[src/logic/lsuPkg.sv]
package lsuPkg;

    typedef logic [5:0] Tag;
    typedef logic [5:0] SqN;

    typedef enum logic [1:0] {
        AGU_NONE         = 2'd0,
        AGU_MISALIGNED   = 2'd1,
        AGU_ACCESS_FAULT = 2'd2,
        AGU_PAGE_FAULT   = 2'd3
    } AguException;

    typedef enum logic [2:0] {
        FLAGS_NONE            = 3'd0,
        FLAGS_LD_MISALIGNED   = 3'd1,
        FLAGS_LD_ACCESS_FAULT = 3'd2,
        FLAGS_LD_PAGE_FAULT   = 3'd3
    } LoadFlags;

    typedef struct packed {
        logic valid;
        logic [31:0] addr;
        logic [1:0] size;
        logic signExtend;
        Tag tagDst;
        SqN sqN;
        logic isMmio;
        AguException exception;
    } LoadReq;

    // data already sits on its byte lanes, wmask marks the written ones
    typedef struct packed {
        logic valid;
        logic [31:0] addr;
        logic [31:0] data;
        logic [3:0] wmask;
        SqN sqN;
        logic isMmio;
    } StoreReq;

    typedef struct packed {
        logic taken;
        SqN sqN;
    } BranchInfo;

    typedef struct packed {
        logic valid;
        Tag tagDst;
        SqN sqN;
        logic [31:0] result;
        LoadFlags flags;
    } LoadResult;

    // enables are active low, addresses count words
    typedef struct packed {
        logic re;
        logic we;
        logic [29:0] raddr;
        logic [29:0] waddr;
        logic [31:0] wdata;
        logic [3:0] wmask;
    } MemReq;

    // sequence numbers wrap, so order is taken from the signed difference
    function automatic logic isYounger(SqN a, SqN b);
        SqN diff;
        diff = a - b;
        return $signed(diff) > 0;
    endfunction

endpackage

[src/logic/mmioRegs.sv]
module mmioRegs import lsuPkg::*; (
    input  logic clk,
    input  logic rst,
    input  MemReq mmioReq,
    output logic [31:0] rdata,
    output logic wbusy
);

    logic [31:0] regs [4];
    logic [1:0] raddrReg;
    logic writeOk;

    assign writeOk = !mmioReq.we && !wbusy;

    always_ff @(posedge clk) begin
        if (rst) begin
            for (int i = 0; i < 4; i++) begin
                regs[i] <= '0;
            end
            wbusy <= 1'b0;
        end else begin
            // each accepted write blocks the port for one cycle
            wbusy <= writeOk;
            if (writeOk) begin
                for (int b = 0; b < 4; b++) begin
                    if (mmioReq.wmask[b]) begin
                        regs[mmioReq.waddr[1:0]][b*8 +: 8] <= mmioReq.wdata[b*8 +: 8];
                    end
                end
            end
        end
    end

    always_ff @(posedge clk) begin
        if (!mmioReq.re) begin
            raddrReg <= mmioReq.raddr[1:0];
        end
        rdata <= regs[raddrReg];
    end

endmodule

[config.mk]
export PLATFORM = sky130hd
export DESIGN_NAME = mmioRegs
export DESIGN_NICKNAME = d
export VERILOG_FILES = /design/src/logic/lsuPkg.sv /design/src/logic/mmioRegs.sv
export SDC_FILE = /design/constraint.sdc
export NUM_CORES = 1
export LEC_CHECK = 0
export BUFFER_PORTS_ARGS = -buffer_cell sky130_fd_sc_hd__buf_2
export CAP_MARGIN = 20
export CORE_MARGIN = 2
export CORE_UTILIZATION = 55
export CTS_CLUSTER_SIZE = 16
export DETAILED_ROUTE_END_ITERATION = 6
export PLACE_DENSITY_LB_ADDON = 0.08
export SYNTH_ARGS = -nofsm -noshare
export SYNTH_HDL_FRONTEND = slang
export SYNTH_SLANG_ARGS = --single-unit
[constraint.sdc]
create_clock -name clk -period 2.05 [get_ports clk]
set_clock_uncertainty 0.2 [all_clocks]
set_input_delay 0.1025 -clock clk [delete_from_list [all_inputs] [get_ports clk]]
set_output_delay 0.1025 -clock clk [all_outputs]
set_load 0.01 [all_outputs]
==> flow_summary.ini <==
[sta]
rsz0062_at_grt = no
period_needed_ns = 1.82
max_freq_mhz = 550
fin_crit_sh_pct = 88.8
tns_ns = 0
finalSetupViolations = 0
slew_violations = 0
setup_ws_ns = 0.230
final-hold-violation-count = 0
maxSlewHeadroom_pct = 72.6
whs_ns = 0.0497
tightestPinTransition_ns = 0.411

[clock_tree]
htree_levels = 4
cts-root-buf = clkbuf_16
numCtsBuffers = 17
cts_resized = 0
clk_latency_ns = 0.42
cts_tree = yes
cts_sinks = 163
clkTransAtPathRegs_ns = 0.06
cts_buffer_depth = 2

[hold_path]
min_path_type = input port to flop

[logic_synthesis]
postSynthRegisterBits = 163
syn_area_mm2 = 0.00662
yosysTopAreaCellShare_pct = 59.0
async_reset_ff_share_pct = 0
yosys.cell_types.count = 22
synth-xor-area-share_pct = 0
synthMuxAreaShare_pct = 10.9
synth_enable_flop_cells = 130
syn-num-nets = 517
synth-main-ff-cell = edfxtp_1
yosysTopAreaCell = edfxtp_1
synth_compound_area_share_pct = 1.82
synth_warnings = 0
synth_top_family_by_area = simple AND/OR/NAND/NOR gates
synth.area.top_cells = edfxtp_1, mux4_2, dfxtp_1
synth_cells = 417
synth_area_per_cell_um2 = 15.9
synth-simple-area-share_pct = 14.8
seq_area_frac_synth_pct = 69.0
synth_fa_ha_area_share_pct = 0

[global_route]
grt_max_degree = 33
grt_pass1_vias = 4005
groute.usage.overall_pct = 22.2
grt_antenna_before_repair = 0
grt_overflow = 0
grt_pass1_wl_um = 20800

[drt]
drtIter0Drc = 168
ant_nets = 0
drc = 0
vias = 3849
vias_per_cell = 5.59
wl_per_cell_um = 19.3
first_pass_iters = 4
routed_wl_um = 13300

[place]
port_buffers = 76
gp_congestion = 0.733
dp_slack_ns = 0.207
hpwl_um = 7750

[job]
maxCapViolCount = 0

[finish]
regArea_mm2 = 0.00456
multi_input_area_mm2 = 0.00183
area_growth_pct = 21.9
fillers = 818
final_nets = 629
diodes = 0
drive_gt1_share_pct = 30.4

[floorplanning]
core-area_mm2 = 0.0119
fp.dieArea_mm2 = 0.0129
io_pins = 133
rows = 40
die_x_um = 114
die_h_um = 114
start_util_pct = 55.8

[worst_setup_path]
endpoint_kind = flop
critPathKind = flop to flop
critPathArrivalTime_ns = 1.70
startpoint_type = flop
critPathMaxFanout = 9
cp.required_ns = 1.93

[pwr]
power_density_mw_per_mm2 = 955
ir_drop_mv = 0.540
p_leak_nw = 2.99

[outcome]
status = completed
==> cell type report <==
| cell class | instances | area share [%] |
|---|---|---|
| clock buffer | 29 | 6.58 |
| tap | 147 | 2.28 |
| inverter | 2 | 0.0931 |
| multi-input combinational | 217 | 22.7 |
| timing repair buffer | 128 | 11.0 |
| clock inverter | 3 | 0.807 |
| sequential | 163 | 56.6 |
==> synthesized netlist by cell type (2+ instances only) <==
| library cell | count |
|---|---|
| nor3b_2 | 10 |
| nor2_1 | 94 |
| nor4b_1 | 2 |
| nand3b_1 | 32 |
| buf_2 | 11 |
| edfxtp_1 | 130 |
| or4b_1 | 2 |
| nor2_2 | 2 |
| buf_6 | 9 |
| mux4_2 | 32 |
| dfxtp_1 | 33 |
| clkbuf_1 | 13 |
| nor3b_1 | 22 |
| a21o_1 | 16 |
| inv_1 | 2 |
==> through the flow <==
| step | total power, mW | util, % | cells | area, um^2 |
|---|---|---|---|---|
| 2_1_floorplan | 4.31 | - | 417 | 6620 |
| 3_3_place_gp | 4.55 | 60.0 | 622 | 7120 |
| 3_5_place_dp | 4.57 | 60.0 | 622 | 7120 |
| 6_report | 7.70 | 68.0 | 689 | 8060 |
| 5_1_grt | 7.93 | 68.0 | 689 | 8060 |
| 4_1_cts | 7.75 | 68.0 | 689 | 8060 |
==> worst paths after layout <==
| kind | start | endpoint | slack [ns] | cells past startpoint |
|---|---|---|---|---|
| max | wbusy | regs[1][10] | 0.23 | 3 |
| min | mmioReq[0] | regs[2][3] | 0.05 | 3 |
| max reg2reg | wbusy | regs[1][10] | 0.23 | 3 |
| min reg2reg | regs[0][31] | rdata[31] | 0.35 | 1 |
==> logic make-up after synthesis <==
logic type	count (synthesis)
and+or+nand+nor	169
muxes	32
DFF	163
AOI/OAI and AO/OA	16
buffers and inverters	37
==> flip-flops by register name (all words and copies together) (netlist names) <==
name      count
wbusy         1
rdata        32
regs        128
raddrReg      2
==> placed cells by master, fill, tap and decap left out <==
| cell type | instances |
|---|---|
| nor2_1 | 94 |
| nor4b_1 | 2 |
| edfxtp_1 | 130 |
| clkbuf_8 | 6 |
| dfxtp_1 | 33 |
| or4_1 | 1 |
| clkbuf_16 | 17 |
| bufinv_16 | 2 |
| buf_2 | 76 |
| nand3b_1 | 32 |
| nor4_1 | 1 |
| nor4_4 | 1 |
| or4b_1 | 2 |
| nor3b_1 | 22 |
| mux4_2 | 32 |
| clkinv_2 | 1 |
| buf_12 | 2 |
| a21o_1 | 16 |
| nor2_2 | 2 |
| and4bb_2 | 1 |
| clkbuf_1 | 6 |
| nor3b_2 | 10 |
| inv_1 | 2 |
| or3_1 | 1 |
| dlygate4sd3_1 | 35 |
| buf_4 | 15 |
==> what timing repair did <==
item | in CTS | in global routing
endpoints found under the setup margin | 0 | 0
buffers inserted | 0 | 0
hold endpoints to repair | 132 | 0
hold buffers | 35 | 0
==> metal layers <==
| metal | GRT usage, % | routed length (um) | share of wire [%] |
|---|---|---|---|
| met1 | 27.5 | 5110 | 38 |
| met4 | 8.70 | 221 | 1.7 |
| met5 | 0 | 0 | 0 |
| met3 | 5.31 | 832 | 6.3 |
| met2 | 38.2 | 7120 | 54 |
==> power by group <==
group | internal (mW) | total (mW) | switching [mW] | leakage [nW]
combinational | 0.328 | 0.690 | 0.362 | 1.10
clock | 1.99 | 3.16 | 1.17 | 0.292
sequential | 3.80 | 3.85 | 0.0547 | 1.61
==> critical path, cell delays in order (launching register included) <==
cell and delay (ns):
dfxtp_1 0.37, nor4b_1 0.34, buf_4 0.19, a21o_1 0.37
Note: power is estimated with default switching activity, not from simulation.
