File: src/logic/lsuPkg.sv
package lsuPkg;

    typedef logic [5:0] Tag;
    typedef logic [5:0] SqN;

    typedef enum logic [1:0] {
        AGU_NONE         = 2'd0,
        AGU_MISALIGNED   = 2'd1,
        AGU_ACCESS_FAULT = 2'd2,
        AGU_PAGE_FAULT   = 2'd3
    } AguException;

    typedef enum logic [2:0] {
        FLAGS_NONE            = 3'd0,
        FLAGS_LD_MISALIGNED   = 3'd1,
        FLAGS_LD_ACCESS_FAULT = 3'd2,
        FLAGS_LD_PAGE_FAULT   = 3'd3
    } LoadFlags;

    typedef struct packed {
        logic valid;
        logic [31:0] addr;
        logic [1:0] size;
        logic signExtend;
        Tag tagDst;
        SqN sqN;
        logic isMmio;
        AguException exception;
    } LoadReq;

    // data already sits on its byte lanes, wmask marks the written ones
    typedef struct packed {
        logic valid;
        logic [31:0] addr;
        logic [31:0] data;
        logic [3:0] wmask;
        SqN sqN;
        logic isMmio;
    } StoreReq;

    typedef struct packed {
        logic taken;
        SqN sqN;
    } BranchInfo;

    typedef struct packed {
        logic valid;
        Tag tagDst;
        SqN sqN;
        logic [31:0] result;
        LoadFlags flags;
    } LoadResult;

    // enables are active low, addresses count words
    typedef struct packed {
        logic re;
        logic we;
        logic [29:0] raddr;
        logic [29:0] waddr;
        logic [31:0] wdata;
        logic [3:0] wmask;
    } MemReq;

    // sequence numbers wrap, so order is taken from the signed difference
    function automatic logic isYounger(SqN a, SqN b);
        SqN diff;
        diff = a - b;
        return $signed(diff) > 0;
    endfunction

endpackage

File: src/logic/storeQueue.sv
module storeQueue import lsuPkg::*; #(
    parameter int SQ_DEPTH = 4
) (
    input  logic clk,
    input  logic rst,
    input  StoreReq storeIn,
    input  LoadReq loadIn,
    input  logic stStall,
    output logic storeReady,
    output StoreReq sqHead,
    output logic [3:0] lookupMask,
    output logic [31:0] lookupData
);

    localparam int PTR_W = (SQ_DEPTH > 1) ? $clog2(SQ_DEPTH) : 1;
    localparam int CNT_W = $clog2(SQ_DEPTH + 1);

    StoreReq entries [SQ_DEPTH];
    logic [PTR_W-1:0] head;
    logic [PTR_W-1:0] tail;
    logic [CNT_W-1:0] count;
    logic push;
    logic pop;

    function automatic logic [PTR_W-1:0] nextPtr(logic [PTR_W-1:0] ptr);
        if (ptr == PTR_W'(SQ_DEPTH - 1)) begin
            return '0;
        end
        return ptr + 1'b1;
    endfunction

    assign storeReady = (count != CNT_W'(SQ_DEPTH));
    assign push = storeIn.valid && storeReady;
    assign pop = sqHead.valid && !stStall;

    always_comb begin
        sqHead = entries[head];
        sqHead.valid = (count != '0);
    end

    always_ff @(posedge clk) begin
        if (rst) begin
            head <= '0;
            tail <= '0;
            count <= '0;
        end else begin
            if (push) begin
                tail <= nextPtr(tail);
            end
            if (pop) begin
                head <= nextPtr(head);
            end
            case ({push, pop})
                2'b10: count <= count + 1'b1;
                2'b01: count <= count - 1'b1;
                default: count <= count;
            endcase
        end
    end

    always_ff @(posedge clk) begin
        if (push) begin
            entries[tail] <= storeIn;
        end
    end

    // walk from the head so that younger stores overwrite older bytes
    always_comb begin
        int idx;
        StoreReq entry;
        lookupMask = '0;
        lookupData = '0;
        for (int i = 0; i < SQ_DEPTH; i++) begin
            idx = (int'(head) + i) % SQ_DEPTH;
            entry = entries[idx];
            if (i < int'(count) && !loadIn.isMmio && !entry.isMmio &&
                    entry.addr[31:2] == loadIn.addr[31:2] &&
                    isYounger(loadIn.sqN, entry.sqN)) begin
                for (int b = 0; b < 4; b++) begin
                    if (entry.wmask[b]) begin
                        lookupMask[b] = 1'b1;
                        lookupData[b*8 +: 8] = entry.data[b*8 +: 8];
                    end
                end
            end
        end
    end

endmodule

File: config.mk
export PLATFORM = sky130hd
export DESIGN_NAME = storeQueue
export DESIGN_NICKNAME = d
export VERILOG_FILES = /design/src/logic/lsuPkg.sv /design/src/logic/storeQueue.sv
export SDC_FILE = /design/constraint.sdc
export NUM_CORES = 1
export LEC_CHECK = 0
export ABC_AREA = 1
export BUFFER_PORTS_ARGS = -buffer_cell sky130_fd_sc_hd__buf_4
export CAP_MARGIN = 20
export CORE_ASPECT_RATIO = 1.1
export CORE_MARGIN = 10
export CORE_UTILIZATION = 60
export CTS_CLUSTER_DIAMETER = 150
export CTS_CLUSTER_SIZE = 28
export DETAILED_ROUTE_END_ITERATION = 16
export PLACE_DENSITY_LB_ADDON = 0.05
export SLEW_MARGIN = 20
export SYNTH_ARGS = -nofsm -noshare
export SYNTH_HDL_FRONTEND = slang
export SYNTH_SLANG_ARGS = --single-unit
File: constraint.sdc
create_clock -name clk -period 7.3 [get_ports clk]
set_clock_uncertainty 0.1 [all_clocks]
set_input_delay 1.095 -clock clk [delete_from_list [all_inputs] [get_ports clk]]
set_output_delay 1.095 -clock clk [all_outputs]
set_load 0.01 [all_outputs]
==> flow_summary_export.csv <==
group,metric,value,unit
global_routing,use_met1,37.9,%
layout,area_delta_synth_final,10.2,%
power_and_ir_drop,total_leakage_power,10.9,nW
setup_path,rr_startpoint,"count[0]",
cts,cts_resized,0,
setup_path,cp-end-kind,"output pin",
routing,drc,0,
timing,hold_slack,0.428,ns
routing,drt_first_iter_violations,2392,
logic_synthesis,avgSynthCellArea,7.10,um^2
status,outcome,"finished, final reports clean",
global_routing,grt_pass1_vias,20672,
cts,cts.sinks,309,
global_routing,grt_overflow,0,
timing,post-route-min-period,6.74,ns
cts,cts_buffers,15,
setup_path,cp.arrival,5.54,ns
flow_run,cap_violations,0,
logic_synthesis,ys_warn_count,0,
worst_hold_path,hold_path_class,"flop to flop",
logic_synthesis,syn-cell-area,21900,um^2
layout,final_common_cell,"nand2_1",
global_routing,antenna_found_initial,6,
cts,tritoncts,"done",
power_and_ir_drop,power.density,330,nW/um^2
layout,final_cells,3686,
setup_path,worstSetupPathType,"flop to output pin",
setup_path,cp-start-kind,"flop",
layout,nets,3354,
placement,dp_hpwl,48800,um
placement,gp_congestion,0.968,
layout,drive_above_1_share,9.95,%
routing,wl,73400,um
setup_path,worst-endpoint-required,6.11,ns
timing,fin_crit_sh,92.3,%
logic_synthesis,syn-instance-count,3090,
routing,first_pass_iters,7,
logic_synthesis,synthesis.nets,3254,
global_routing,top_usage_layer,"met2",
layout,layout_common_cells,"1101 x nand2_1, 348 x nand3_1, 300 x edfxtp_1, 295 x o21ai_0, 275 x nor2_1",
placement,io_buffers,228,
power_and_ir_drop,internal_power,4.02,mW
setup_path,reg2regPathDepth,6,
cts,clock_path_buffers,3,
timing,setup_viol,0,
global_routing,grt_pass1_wl,112000,um
timing,hold_violations,0,
power_and_ir_drop,swShare,49.7,%
logic_synthesis,ys_seq_elements,309,
timing,slew_headroom,27.7,%
logic_synthesis,yosysSeqAreaShare,41.9,%
floorplan,initial_core_util,60.7,%
timing,final_max_slew_viol_count,0,
timing,rsz0062_at_grt,"false",
setup_path,crit_chain,"ha_2 > inv_6 > buf_4 > o21ai_0 > ha_1 > inv_1 > o21bai_1 > nor2_1 > nor2_2 > nand3_4 > clkinv_1 > nand2_1 > nand2_1 > buf_4",
floorplan,fp.dieW,202,um
global_routing,grt_use_total,31.4,%
setup_path,reg2reg_to,"entries[2][7]",
power_and_ir_drop,combPwrFrac,59.3,%
cts,htreeDepth,1,
floorplan,ios,243,
global_routing,use_met3,4.78,%
layout,fillers,3136,
floorplan,coreArea,36200,um^2
setup_path,r2r_slack,3.77,ns
logic_synthesis,yosys.cell_types.count,40,
setup_path,cp-endpoint,"lookupData[31]",
cts,clock-root-buffer,"clkbuf_16",
power_and_ir_drop,p_switching,3.97,mW
placement,placedCellCount,3660,
cts,insertion_delay,0.53,ns
cts,cts_hold_buf,0,
setup_path,startpoint,"head[0]",
setup_path,cp_slowest_cell,"dfxtp_4",
power_and_ir_drop,pwr-share-seq,28.5,%
routing,vias,22167,
worst_hold_path,hp-start,"count[0]",
floorplan,die_area,44600,um^2
power_and_ir_drop,total_power,7.99,mW
global_routing,met2_usage,54.1,%
setup_path,worstPathMaxFanout,129,
cts,cts_setup_buffers,0,
timing,fmax,0.148,GHz
timing,worst_slew_pin_slew,1.08,ns
routing,antenna_left,0,
floorplan,die_h,221,um
routing,wl_per_cell,19.9,um
power_and_ir_drop,vdd_drop_max,0.292,mV
global_routing,grt_max_degree,130,
cts,clkTransAtPathRegs,0.11,ns
timing,fin_setup_tns,0,ns
floorplan,core.rowCount,73,
setup_path,max_stage_delay,0.76,ns
power_and_ir_drop,p_clk_share,12.3,%
routing,drt-vias-per-instance,6.01,
[metrics by stage]
step	util [%]	setup WS (ns)	instance area [um^2]
after floorplan	-	2.00	21900
after global placement	65.6	1.33	23700
after detailed placement	65.6	1.27	23700
after CTS	66.8	0.691	24200
after global routing	66.9	0.284	24200
final	66.9	0.562	24200
[logic make-up (layout without fill, tap and decap cells)]
group	Yosys count	count (layout)	synth area share, %
buffers and inverters	417	522	7.78
adder cells (fa/ha/maj)	34	34	2.08
XOR/XNOR	25	25	0.998
AO/OA/AOI/OAI	450	450	10.9
AND/OR/NAND/NOR	1821	1821	34.8
flip-flops	309	309	41.9
multiplexers	34	34	1.55
other	0	4	0
[layer usage]
metal / part of all wire [%] / wire [um]
met3: 11 / 7900
met4: 5.2 / 3780
met1: 36 / 26500
met2: 48 / 35200
met5: 0.027 / 20
[flip-flops by register name (all words and copies together) (netlist names), named ones only]
signal and count:
entries 300, tail 2, head 2, count 3
[worst min path at each step]
stage	to	cells past startpoint
after floorplan	count[0]	2
after global routing	count[0]	2
final	count[0]	2
after detailed placement	count[0]	2
after CTS	count[0]	2
after global placement	count[0]	2
[synthesized netlist by cell type]
master     count  share of area, %
buf_1         16              0.27
buf_4         16              0.55
o21ai_1       15              0.34
or2_2         13              0.37
mux2i_1       34               1.6
edfxtp_1     300                41
nor2_4         1             0.051
xnor2_1        4              0.16
inv_2          6              0.10
nand2_1     1101                19
nand3_2        4              0.18
a32o_1         3              0.14
nand4_4        1             0.097
o22ai_1       37               1.1
o21a_1         2             0.068
a32oi_1       13              0.52
nand3b_1       5              0.17
inv_1        240               4.1
xor2_1        21              0.84
nor2_1       279               4.8
o211ai_1       2             0.068
nor3_4         4              0.30
nand3_4        5              0.40
dfxtp_1        9              0.82
clkinv_1       5             0.086
nor2_2         3             0.086
nand3_1      348               7.9
o21ai_0      295               6.7
nor3_2         4              0.18
buf_2         66               1.5
ha_1          30               1.7
a211oi_1       4              0.14
a21oi_1       77               1.8
nand4_1       43               1.2
o21bai_1       1             0.034
fa_1           4              0.36
o2111ai_1      1             0.040
nor3_1         8              0.18
clkbuf_1      68               1.2
nor3b_1        2             0.068
[area by class of cell]
type                    count  area [um^2]  share of cell area [%]
flip-flops and latches    309         9200                    38.0
repair buffers            249         1900                    7.85
well taps                 487          609                    2.52
multi-input cells        2364        11100                    45.8
inverters                 251          952                    3.94
diodes                      4         10.0                  0.0414
clock buffers              20          394                    1.63
clock inverters             2         38.8                   0.160
[power by group through the flow]
stage	Combinational, mW	Sequential [mW]	Clock (mW)
after CTS	4.64	2.27	0.982
final	4.74	2.27	0.980
after floorplan	3.23	2.24	0
after detailed placement	4.63	2.31	0
after global placement	4.52	2.30	0
after global routing	5.22	2.29	1.04
[critical path, delay by kind of cell, from the launching register on]
family | cells | cell delay (ns)
simple gates | 5 | 1.02
flops | 1 | 0.76
compound gates | 2 | 0.41
buf+inv | 5 | 1.88
fa+ha+maj | 2 | 0.80
Power figures use the tool's default switching activity.
