### src/logic/lsuPkg.sv
package lsuPkg;

    typedef logic [5:0] Tag;
    typedef logic [5:0] SqN;

    typedef enum logic [1:0] {
        AGU_NONE         = 2'd0,
        AGU_MISALIGNED   = 2'd1,
        AGU_ACCESS_FAULT = 2'd2,
        AGU_PAGE_FAULT   = 2'd3
    } AguException;

    typedef enum logic [2:0] {
        FLAGS_NONE            = 3'd0,
        FLAGS_LD_MISALIGNED   = 3'd1,
        FLAGS_LD_ACCESS_FAULT = 3'd2,
        FLAGS_LD_PAGE_FAULT   = 3'd3
    } LoadFlags;

    typedef struct packed {
        logic valid;
        logic [31:0] addr;
        logic [1:0] size;
        logic signExtend;
        Tag tagDst;
        SqN sqN;
        logic isMmio;
        AguException exception;
    } LoadReq;

    // data already sits on its byte lanes, wmask marks the written ones
    typedef struct packed {
        logic valid;
        logic [31:0] addr;
        logic [31:0] data;
        logic [3:0] wmask;
        SqN sqN;
        logic isMmio;
    } StoreReq;

    typedef struct packed {
        logic taken;
        SqN sqN;
    } BranchInfo;

    typedef struct packed {
        logic valid;
        Tag tagDst;
        SqN sqN;
        logic [31:0] result;
        LoadFlags flags;
    } LoadResult;

    // enables are active low, addresses count words
    typedef struct packed {
        logic re;
        logic we;
        logic [29:0] raddr;
        logic [29:0] waddr;
        logic [31:0] wdata;
        logic [3:0] wmask;
    } MemReq;

    // sequence numbers wrap, so order is taken from the signed difference
    function automatic logic isYounger(SqN a, SqN b);
        SqN diff;
        diff = a - b;
        return $signed(diff) > 0;
    endfunction

endpackage

### src/logic/loadStoreUnit.sv
module loadStoreUnit import lsuPkg::*; (
    input  logic clk,
    input  logic rst,
    input  LoadReq loadIn,
    input  BranchInfo branchIn,
    input  StoreReq sqHead,
    input  logic [3:0] lookupMask,
    input  logic [31:0] lookupData,
    input  logic [31:0] memRdata,
    input  logic [31:0] mmioRdata,
    input  logic mmioWbusy,
    output logic stStall,
    output MemReq memReq,
    output MemReq mmioReq,
    output LoadResult loadOut,
    output logic fwdValid,
    output Tag fwdTag
);

    typedef struct packed {
        logic valid;
        logic [31:0] addr;
        logic [1:0] size;
        logic signExtend;
        Tag tagDst;
        SqN sqN;
        logic isMmio;
        AguException exception;
        logic [3:0] fwdMask;
        logic [31:0] fwdData;
    } Stage;

    Stage stage0;
    Stage stage1;
    logic loadLive;
    logic stage0Live;
    logic fullFwd;
    logic doRead;

    function automatic logic survives(SqN sqN);
        return !(branchIn.taken && isYounger(sqN, branchIn.sqN));
    endfunction

    function automatic Stage toStage(LoadReq req, logic [3:0] mask, logic [31:0] data);
        Stage s;
        s.valid = 1'b1;
        s.addr = req.addr;
        s.size = req.size;
        s.signExtend = req.signExtend;
        s.tagDst = req.tagDst;
        s.sqN = req.sqN;
        s.isMmio = req.isMmio;
        s.exception = req.exception;
        s.fwdMask = mask;
        s.fwdData = data;
        return s;
    endfunction

    function automatic LoadFlags mapFlags(AguException exc);
        case (exc)
            AGU_MISALIGNED: return FLAGS_LD_MISALIGNED;
            AGU_ACCESS_FAULT: return FLAGS_LD_ACCESS_FAULT;
            AGU_PAGE_FAULT: return FLAGS_LD_PAGE_FAULT;
            default: return FLAGS_NONE;
        endcase
    endfunction

    assign loadLive = loadIn.valid && survives(loadIn.sqN);
    assign stage0Live = stage0.valid && survives(stage0.sqN);
    assign fullFwd = (lookupMask == 4'b1111);
    assign doRead = loadLive && !fullFwd;

    assign fwdValid = stage0Live || (loadLive && fullFwd);
    assign fwdTag = stage0Live ? stage0.tagDst : loadIn.tagDst;

    always_comb begin
        memReq.re = 1'b1;
        memReq.we = 1'b1;
        memReq.raddr = loadIn.addr[31:2];
        memReq.waddr = sqHead.addr[31:2];
        memReq.wdata = sqHead.data;
        memReq.wmask = sqHead.wmask;
        mmioReq = memReq;
        stStall = 1'b0;

        if (doRead) begin
            if (loadIn.isMmio) begin
                mmioReq.re = 1'b0;
            end else begin
                memReq.re = 1'b0;
            end
        end

        if (sqHead.valid) begin
            if (sqHead.isMmio) begin
                stStall = mmioWbusy;
                mmioReq.we = mmioWbusy;
            // a RAM read and write to the same word never go out together
            end else if (doRead && !loadIn.isMmio &&
                    loadIn.addr[31:2] == sqHead.addr[31:2]) begin
                stStall = 1'b1;
            end else begin
                memReq.we = 1'b0;
            end
        end
    end

    always_comb begin
        logic [31:0] rdata;
        logic [31:0] merged;
        logic [31:0] result;
        rdata = stage1.isMmio ? mmioRdata : memRdata;
        for (int b = 0; b < 4; b++) begin
            merged[b*8 +: 8] = stage1.fwdMask[b] ? stage1.fwdData[b*8 +: 8] : rdata[b*8 +: 8];
        end

        result = merged;
        case (stage1.size)
            2'd0: begin
                result[7:0] = merged[stage1.addr[1:0]*8 +: 8];
                result[31:8] = {24{stage1.signExtend && result[7]}};
            end
            2'd1: begin
                result[15:0] = stage1.addr[1] ? merged[31:16] : merged[15:0];
                result[31:16] = {16{stage1.signExtend && result[15]}};
            end
            default: result = merged;
        endcase

        loadOut.valid = stage1.valid && survives(stage1.sqN);
        loadOut.tagDst = stage1.tagDst;
        loadOut.sqN = stage1.sqN;
        loadOut.result = result;
        loadOut.flags = mapFlags(stage1.exception);
    end

    always_ff @(posedge clk) begin
        if (rst) begin
            stage0.valid <= 1'b0;
            stage1.valid <= 1'b0;
        end else begin
            stage0.valid <= 1'b0;
            stage1.valid <= 1'b0;
            if (stage0Live) begin
                stage1 <= stage0;
            end
            if (loadLive) begin
                // fully forwarded loads need no memory data and skip stage 0 when it is free
                if (fullFwd && !stage0Live) begin
                    stage1 <= toStage(loadIn, lookupMask, lookupData);
                end else begin
                    stage0 <= toStage(loadIn, lookupMask, lookupData);
                end
            end
        end
    end

endmodule

### config.mk
export PLATFORM = sky130hd
export DESIGN_NAME = loadStoreUnit
export DESIGN_NICKNAME = d
export VERILOG_FILES = /design/src/logic/lsuPkg.sv /design/src/logic/loadStoreUnit.sv
export SDC_FILE = /design/constraint.sdc
export NUM_CORES = 1
export LEC_CHECK = 0
export BUFFER_PORTS_ARGS = -buffer_cell sky130_fd_sc_hd__buf_2
export CAP_MARGIN = 10
export CORE_AREA = 5 5 187 189
export CTS_CLUSTER_DIAMETER = 80
export CTS_CLUSTER_SIZE = 24
export DETAILED_ROUTE_END_ITERATION = 7
export DIE_AREA = 0 0 192 194
export GPL_ROUTABILITY_DRIVEN = 0
export PLACE_DENSITY_LB_ADDON = 0.08
export SYNTH_ARGS = -nofsm -noshare
export SYNTH_HDL_FRONTEND = slang
export SYNTH_SLANG_ARGS = --single-unit
### constraint.sdc
create_clock -name clk -period 10.15 [get_ports clk]
set_clock_uncertainty 0.05 [all_clocks]
set_input_delay 1.5225 -clock clk [delete_from_list [all_inputs] [get_ports clk]]
set_output_delay 1.5225 -clock clk [all_outputs]
set_load 0.02 [all_outputs]
==> results.ini, run 1 <==
[status]
status=complete, no violations

[worst_setup_path]
crit_arrival_ns=4.65
path_class=in2out
path_cells=buf_2 > ha_1 > inv_1 > fa_1 > a21o_1 > a21oi_1 > xnor2_1 > o41ai_2 > o31a_2 > buf_4 > nand2_1 > nand2_1 > buf_2
cp_top_family=compound AO/OA/AOI/OAI gates
worst_path_max_delay_cell=buf_4
end_kind=output port
crit_fanout=48
max_stage_delay_ns=0.66
cp.required_ns=8.58
crit_path_start_kind=primary input
crit_buf_inv=4

[synth]
synth_area_um2=8560
synthCells=924
synthDistinctLibCells=55
yosysSeqAreaShare_pct=39.8
synth_area_leaders=edfxtp_1 39%, buf_4 18%, a21oi_1 6.8%
synthFlopType=edfxtp_1
synth-edff-count=112
syn-num-nets=1179
ys_ff_latch=114
synth_top_area_share_pct=39.3
yosysWarnings=0
syn_area_per_cell_um2=9.26
synth-async-reset-ratio_pct=0
yosys.area.top_type=edfxtp_1

[place]
hpwl_um=25100
dpl-instance-area_um2=9280
pre_cts_ws_ns=3.89
dp_cells=1498
port_buffers=371

[clocking]
clk_path_buf_depth=2
tritoncts=done
clock-root-buffer=clkbuf_16
hold_buffers=0
postCtsSetupBuffers=0
clk_latency_ns=0.42
cts_resized=0
cts_made_buffers=17
cts.clk_slew.worst_paths_ns=0.06
cts_max_level=4
clock-sinks=114

[grt]
grt_pass1_wl_um=47200
grt-ovfl-total=0
grtUsageTotal_pct=17.1
antenna_found_initial=8
grt_pass1_vias=6967
grt_max_degree=54

[sta]
setup_tns_ns=0
hold_viol_final=0
hold_slack_ns=0.504
grt_setup_unrepaired=false
fin_crit_sh_pct=61.3
fin_ws_ns=3.93
tightest_slew_ns=0.856
fmax_mhz=161
setup_violations=0
period_minus_slack_ns=6.22
slew_headroom_pct=42.9
final_max_slew_viol_count=0

[power_and_ir_drop]
swShare_pct=32.2
switchingPower_uw=535
total_power_mw=1.66
p_int_mw=1.13
pwr-share-seq_pct=35.8
vdd_ir_drop_max_mv=0.117
leakagePower_nw=4.43
power_density_nw_per_um2=168
power.share.clock_pct=38.2
p_comb_share_pct=26.1

[drt]
drc=0
ant_nets=0
wire_per_inst_um=21.4
vias=6901
drt-pass1-iter-count=5
drt-total-wl_um=32800
viasPerCell=4.50
drt_iter0_drc=304

[floorplanning]
core_um2=33100
dieArea_um2=37200
die_w_um=192
die_h_um=194
pin_count=489
start_util_pct=25.9
num_rows=67

[flow_run]
cap_violations=0

[final_layout]
nets=1324
post-route-util_pct=29.9
final_cells=1535
postLayoutCellArea_um2=9890
drive_gt1_share_pct=41.4
area_growth_pct=15.5

[min_path]
hold_class=reg2reg

cell type report:
class                           count  area [um2]
Inverter                           19        71.3
Timing Repair Buffer              380        1920
Multi-Input combinational cell    537        3320
Tap cell                          448         561
Sequential cell                   114        3400
Antenna cell                        5        12.5
Fill cell                        3579       23200
Clock inverter                     13         166
Clock buffer                       19         433
flip-flops by register name, summed over array words and instances, names as in the netlist:
register	cells
loadOut	12
stage1	45
stage0	57
final timing paths:
check          endpoint  cells after the start   startpoint  slack (ns)
max           fwdTag[3]                     13  branchIn[0]        3.93
min          stage1[32]                      2   stage0[32]        0.50
max reg2reg   stage0[0]                     12   stage0[39]        5.83
min reg2reg  stage1[32]                      2   stage0[32]        0.50
synth_stat cells, types with 6 or more instances:
library cell,instances
mux2_2,8
clkbuf_1,23
nor3_1,7
inv_1,19
o21ai_0,24
o22ai_1,7
ha_1,15
nand2_1,99
edfxtp_1,112
mux2i_1,40
xnor2_1,24
a211oi_1,9
nand4_1,6
a21oi_2,20
xor2_1,15
buf_4,206
buf_2,19
nor2_1,85
a21oi_1,116
a22oi_1,8
worst reg2reg max path: stages (launching register included):
cell	delay, ns
edfxtp_1	0.35
inv_1	0.09
ha_1	0.16
inv_1	0.05
fa_1	0.41
a21o_1	0.21
a21oi_1	0.17
xnor2_1	0.10
o41ai_2	0.38
o31ai_4	0.13
buf_4	0.31
a211oi_4	0.79
buf_4	0.68
power groups by stage:
stage	registers, mW	clock network, mW	logic [mW]
3_5_place_dp	0.605	0	0.440
2_1_floorplan	0.588	0	0.353
6_report	0.595	0.635	0.433
4_1_cts	0.596	0.652	0.443
5_1_grt	0.600	0.677	0.475
3_3_place_gp	0.605	0	0.441
cell families after synthesis:
family                   synth area share, %
multiplexers                            5.99
AND/OR/NAND/NOR                         11.4
AO/OA/AOI/OAI                           14.2
buffers and inverters                   21.8
XOR/XNOR                                3.99
other                                 0.0438
adder cells (fa/ha/maj)                 2.89
flip-flops                              39.8
per-layer routing:
metal | part of all wire (%) | global-route usage, % | vias to the layer above
li1 | - | - | 3288
met1 | 40 | 20.5 | 3301
met2 | 52 | 30.6 | 283
met3 | 5.9 | 3.98 | 29
met4 | 1.6 | 4.44 | 0
met5 | 0 | 0 | -
cell usage in the layout, fill, tap and decap left out, types with 2 or more instances in the layout:
cell | netlist | layout
a21boi_0 | 2 | 2
nand2b_1 | 5 | 5
a22oi_1 | 8 | 8
or3_1 | 3 | 3
o21a_1 | 3 | 3
buf_2 | 19 | 371
a211oi_1 | 9 | 8
nor4_1 | 3 | 3
a21oi_1 | 116 | 116
mux2_2 | 8 | 8
clkbuf_1 | 23 | 2
buf_4 | 206 | 9
nand2_1 | 99 | 99
diode_2 | 0 | 5
a31oi_1 | 3 | 3
o21ai_0 | 24 | 24
nor3_1 | 7 | 7
ha_1 | 15 | 15
o22ai_1 | 7 | 7
clkinv_2 | 0 | 3
a21o_1 | 2 | 2
clkbuf_16 | 0 | 17
xnor2_1 | 24 | 24
nor2b_1 | 5 | 5
and3_1 | 3 | 2
xor2_1 | 15 | 15
mux2i_1 | 40 | 40
bufinv_16 | 0 | 4
a21oi_2 | 20 | 20
dfxtp_1 | 2 | 2
fa_1 | 3 | 3
nor2_1 | 85 | 85
nand4_1 | 6 | 6
clkinv_1 | 0 | 4
inv_1 | 19 | 18
edfxtp_1 | 112 | 112
No activity file was read; power rests on OpenSTA's default activity.
==> inputs of run 2 (changes only) <==
--- a/config.mk
+++ b/config.mk
@@ -5,13 +5,14 @@
 export SDC_FILE = /design/constraint.sdc
 export NUM_CORES = 1
 export LEC_CHECK = 0
+export ABC_AREA = 1
 export BUFFER_PORTS_ARGS = -buffer_cell sky130_fd_sc_hd__buf_2
 export CAP_MARGIN = 10
-export CORE_AREA = 5 5 187 189
+export CORE_AREA = 5 5 189 191
 export CTS_CLUSTER_DIAMETER = 80
 export CTS_CLUSTER_SIZE = 24
 export DETAILED_ROUTE_END_ITERATION = 7
-export DIE_AREA = 0 0 192 194
+export DIE_AREA = 0 0 194 196
 export GPL_ROUTABILITY_DRIVEN = 0
 export PLACE_DENSITY_LB_ADDON = 0.08
 export SYNTH_ARGS = -nofsm -noshare
==> constraint.sdc (replaced) <==
create_clock -name clk -period 5.8 [get_ports clk]
set_clock_uncertainty 0.05 [all_clocks]
set_input_delay 0.87 -clock clk [delete_from_list [all_inputs] [get_ports clk]]
set_output_delay 0.87 -clock clk [all_outputs]
set_load 0.02 [all_outputs]
==> results.ini, run 2 <==
[place]
hpwl_um=25300  ; was 25100 um
dp_cells=1671  ; was 1498
port_buffers=371  ; unchanged
pre_cts_ws_ns=1.38  ; was 3.89 ns

[sta]
slew_headroom_pct=40.3  ; was 42.9%
final_max_slew_viol_count=0  ; unchanged
fin_ws_ns=1.43  ; was 3.93 ns
grt_setup_unrepaired=false  ; unchanged
hold_slack_ns=0.482  ; was 0.504 ns
fin_crit_sh_pct=75.3
tightest_slew_ns=0.895  ; was 0.856 ns
period_minus_slack_ns=4.37
setup_violations=0  ; unchanged
setup_tns_ns=0  ; unchanged
fmax_mhz=229
hold_viol_final=0  ; unchanged

[synth]
synth_top_family_by_area=simple AND/OR/NAND/NOR gates  ; was buffers and inverters
synth_top_area_share_pct=38.1  ; was 39.3%
syn_area_per_cell_um2=8.08  ; was 9.26 um2
synth-adder-area-share_pct=2.81  ; was 2.89%
yosys.area_share.simple_pct=24.9  ; was 11.4%
yosysWarnings=0  ; unchanged
yosysSeqAreaShare_pct=38.6  ; was 39.8%
syn-num-nets=1348  ; was 1179
yosysMostFrequentCell=nand2_1  ; was buf_4
ys_ff_latch=114  ; unchanged
synthFlopType=edfxtp_1  ; unchanged
synthMuxAreaShare_pct=0  ; was 5.99%
synth-async-reset-ratio_pct=0  ; unchanged
synth_common_cells=248 x nand2_1, 213 x buf_4, 130 x nand3_1  ; was 206 x buf_4, 116 x a21oi_1, 112 x edfxtp_1
synth_area_leaders=edfxtp_1 38%, buf_4 18%, nand2_1 11%  ; was edfxtp_1 39%, buf_4 18%, a21oi_1 6.8%
synth-compound-area-share_pct=7.03  ; was 14.2%
synthXorXnorAreaFrac_pct=2.98  ; was 3.99%
synthDistinctLibCells=39  ; was 55
synth-edff-count=112  ; unchanged
synth_area_um2=8830  ; was 8560 um2
synthCells=1093  ; was 924
yosys.area.top_type=edfxtp_1  ; unchanged

[clocking]
clk_path_buf_depth=2  ; unchanged
postCtsSetupBuffers=0  ; unchanged
cts_resized=0  ; unchanged
clock-root-buffer=clkbuf_16  ; unchanged
cts_made_buffers=17  ; unchanged
clk_latency_ns=0.41  ; was 0.42 ns
cts_max_level=4  ; unchanged
clock-sinks=114  ; unchanged
cts.clk_slew.worst_paths_ns=0.06  ; about the same
hold_buffers=0  ; unchanged
tritoncts=done  ; unchanged

[floorplanning]
pin_count=489  ; unchanged
dieArea_um2=38000  ; was 37200 um2
die_h_um=196  ; was 194 um
num_rows=68  ; was 67
die_w_um=194  ; was 192 um
core_um2=33900  ; was 33100 um2
start_util_pct=26.0  ; was 25.9%

[worst_setup_path]
end_kind=output port  ; unchanged
crit_arrival_ns=3.45  ; was 4.65 ns
worstSetupEndpoint=fwdTag[4]  ; was fwdTag[3]
rr_worst_depth=13  ; was 12
r2r_slack_ns=2.14  ; was 5.83 ns
crit_fanout=26  ; was 48
r2r_start=stage0[39]  ; unchanged
crit_path_start=branchIn[0]  ; unchanged
cp.required_ns=4.88  ; was 8.58 ns
path_class=in2out  ; unchanged
crit_path_start_kind=primary input  ; unchanged
regToRegEndpoint=stage1[53]  ; was stage0[0]

[drt]
drc=0  ; unchanged
drt-total-wl_um=34200  ; was 32800 um
drt-pass1-iter-count=5  ; unchanged
viasPerCell=4.53  ; was 4.50
drt_iter0_drc=394  ; was 304
wire_per_inst_um=20.1  ; was 21.4 um
ant_nets=0  ; unchanged
vias=7736  ; was 6901

[power_and_ir_drop]
pwr-share-seq_pct=34.9  ; was 35.8%
power_density_nw_per_um2=292  ; was 168 nW/um2
leakagePower_nw=4.81  ; was 4.43 nW
p_int_mw=1.97  ; was 1.13 mW
switchingPower_uw=995  ; was 535 uW
swShare_pct=33.6  ; was 32.2%
p_comb_share_pct=26.5  ; was 26.1%
power.share.clock_pct=38.6  ; was 38.2%
vdd_ir_drop_max_mv=0.196  ; was 0.117 mV

[final_layout]
top_register=stage0  ; unchanged
final_common_cell=buf_2  ; unchanged
final_cell_mix=371 x buf_2, 248 x nand2_1, 129 x nand3_1  ; was 371 x buf_2, 116 x a21oi_1, 112 x edfxtp_1
drive_gt1_share_pct=34.4  ; was 41.4%
largest_register_ffs=57  ; unchanged
area_growth_pct=15.0  ; was 15.5%
nets=1490  ; was 1324
final_cells=1706  ; was 1535

[grt]
grt-ovfl-total=0  ; unchanged
grtUsageTotal_pct=17.2  ; was 17.1%
grt_pass1_vias=7829  ; was 6967
grt_max_degree=72  ; was 54
antenna_found_initial=5  ; was 8
grt_pass1_wl_um=50400  ; was 47200 um

[status]
status=complete, no violations  ; unchanged

[flow_run]
cap_violations=0  ; unchanged

[min_path]
hold_class=reg2reg  ; unchanged

==> run 2: cell count changes after synthesis, moves of 17 or more <==
cell     delta
nand2_1   +149
nand3_1   +129
a21oi_1    -87
nand4_1    +48
inv_1      +45
mux2i_1    -40
nor2_1     -38
o21ai_0    +34
a21oi_2    -19
xnor2_1    -17
==> run 2: worst max-delay path, cell delays in order <==
cell,delay (ns)
buf_2,0.13
ha_1,0.19
inv_1,0.10
fa_1,0.42
nor2_1,0.13
nand3_1,0.08
a21oi_1,0.12
nand3_1,0.11
nand3_2,0.10
nand2_4,0.19
inv_2,0.52
nand2_1,0.15
nand2_1,0.10
buf_2,0.21
==> run 2: stage by stage <==
| step | util [%] | cell area [um2] | total power [mW] |
|---|---|---|---|
| detailed placement | 28.0 | 9510 | 1.84 |
| CTS | 29.9 | 10100 | 3.00 |
| finish | 29.9 | 10200 | 2.96 |
| floorplan | - | 8830 | 1.65 |
| global route | 29.9 | 10200 | 3.12 |
| global placement | 28.0 | 9510 | 1.84 |
==> run 2: metal layers <==
metal  GRT usage, %  routed length (um)  vias to the layer above  share of wire, %
li1               -                   -                     3776                 -
met1           21.7               14500                     3576                42
met2           29.5               16800                      345                49
met3           4.24                2200                       39               6.4
met4           4.87                 722                        0               2.1
met5              0                   0                        -                 0
==> run 2: worst min-delay path by stage <==
| stage | end | startpoint | slack, ns | cells after the start |
|---|---|---|---|---|
| after floorplan | stage1[32] | stage0[32] | 0.46 | 2 |
| after global placement | stage1[25] | stage0[25] | 0.46 | 2 |
| after detailed placement | stage1[15] | stage0[15] | 0.47 | 2 |
| after CTS | stage1[0] | stage0[0] | 0.49 | 2 |
| after global routing | stage1[6] | stage0[6] | 0.50 | 2 |
| final | stage1[0] | stage0[0] | 0.48 | 2 |
==> run 2: cell families after synthesis <==
group           after synthesis
buf+inv                     327
xor+xnor                     30
fa+ha+maj                    18
other cells                   1
simple gates                492
compound gates              111
flops                       114
==> run 2: cell type report <==
| cell class | count | area [um2] |
|---|---|---|
| flip-flops and latches | 114 | 3400 |
| diodes | 3 | 7.51 |
| multi-input cells | 652 | 3340 |
| clock buffers | 17 | 425 |
| fillers | 3705 | 23800 |
| well taps | 455 | 569 |
| repair buffers | 382 | 1940 |
| inverters | 68 | 255 |
| clock inverters | 15 | 206 |
==> run 2: power groups by stage <==
stage	logic (mW)	clock network, mW	registers [mW]
after CTS	0.795	1.17	1.03
final	0.784	1.14	1.03
after global placement	0.793	0	1.05
after detailed placement	0.793	0	1.05
after global routing	0.863	1.22	1.04
after floorplan	0.625	0	1.03
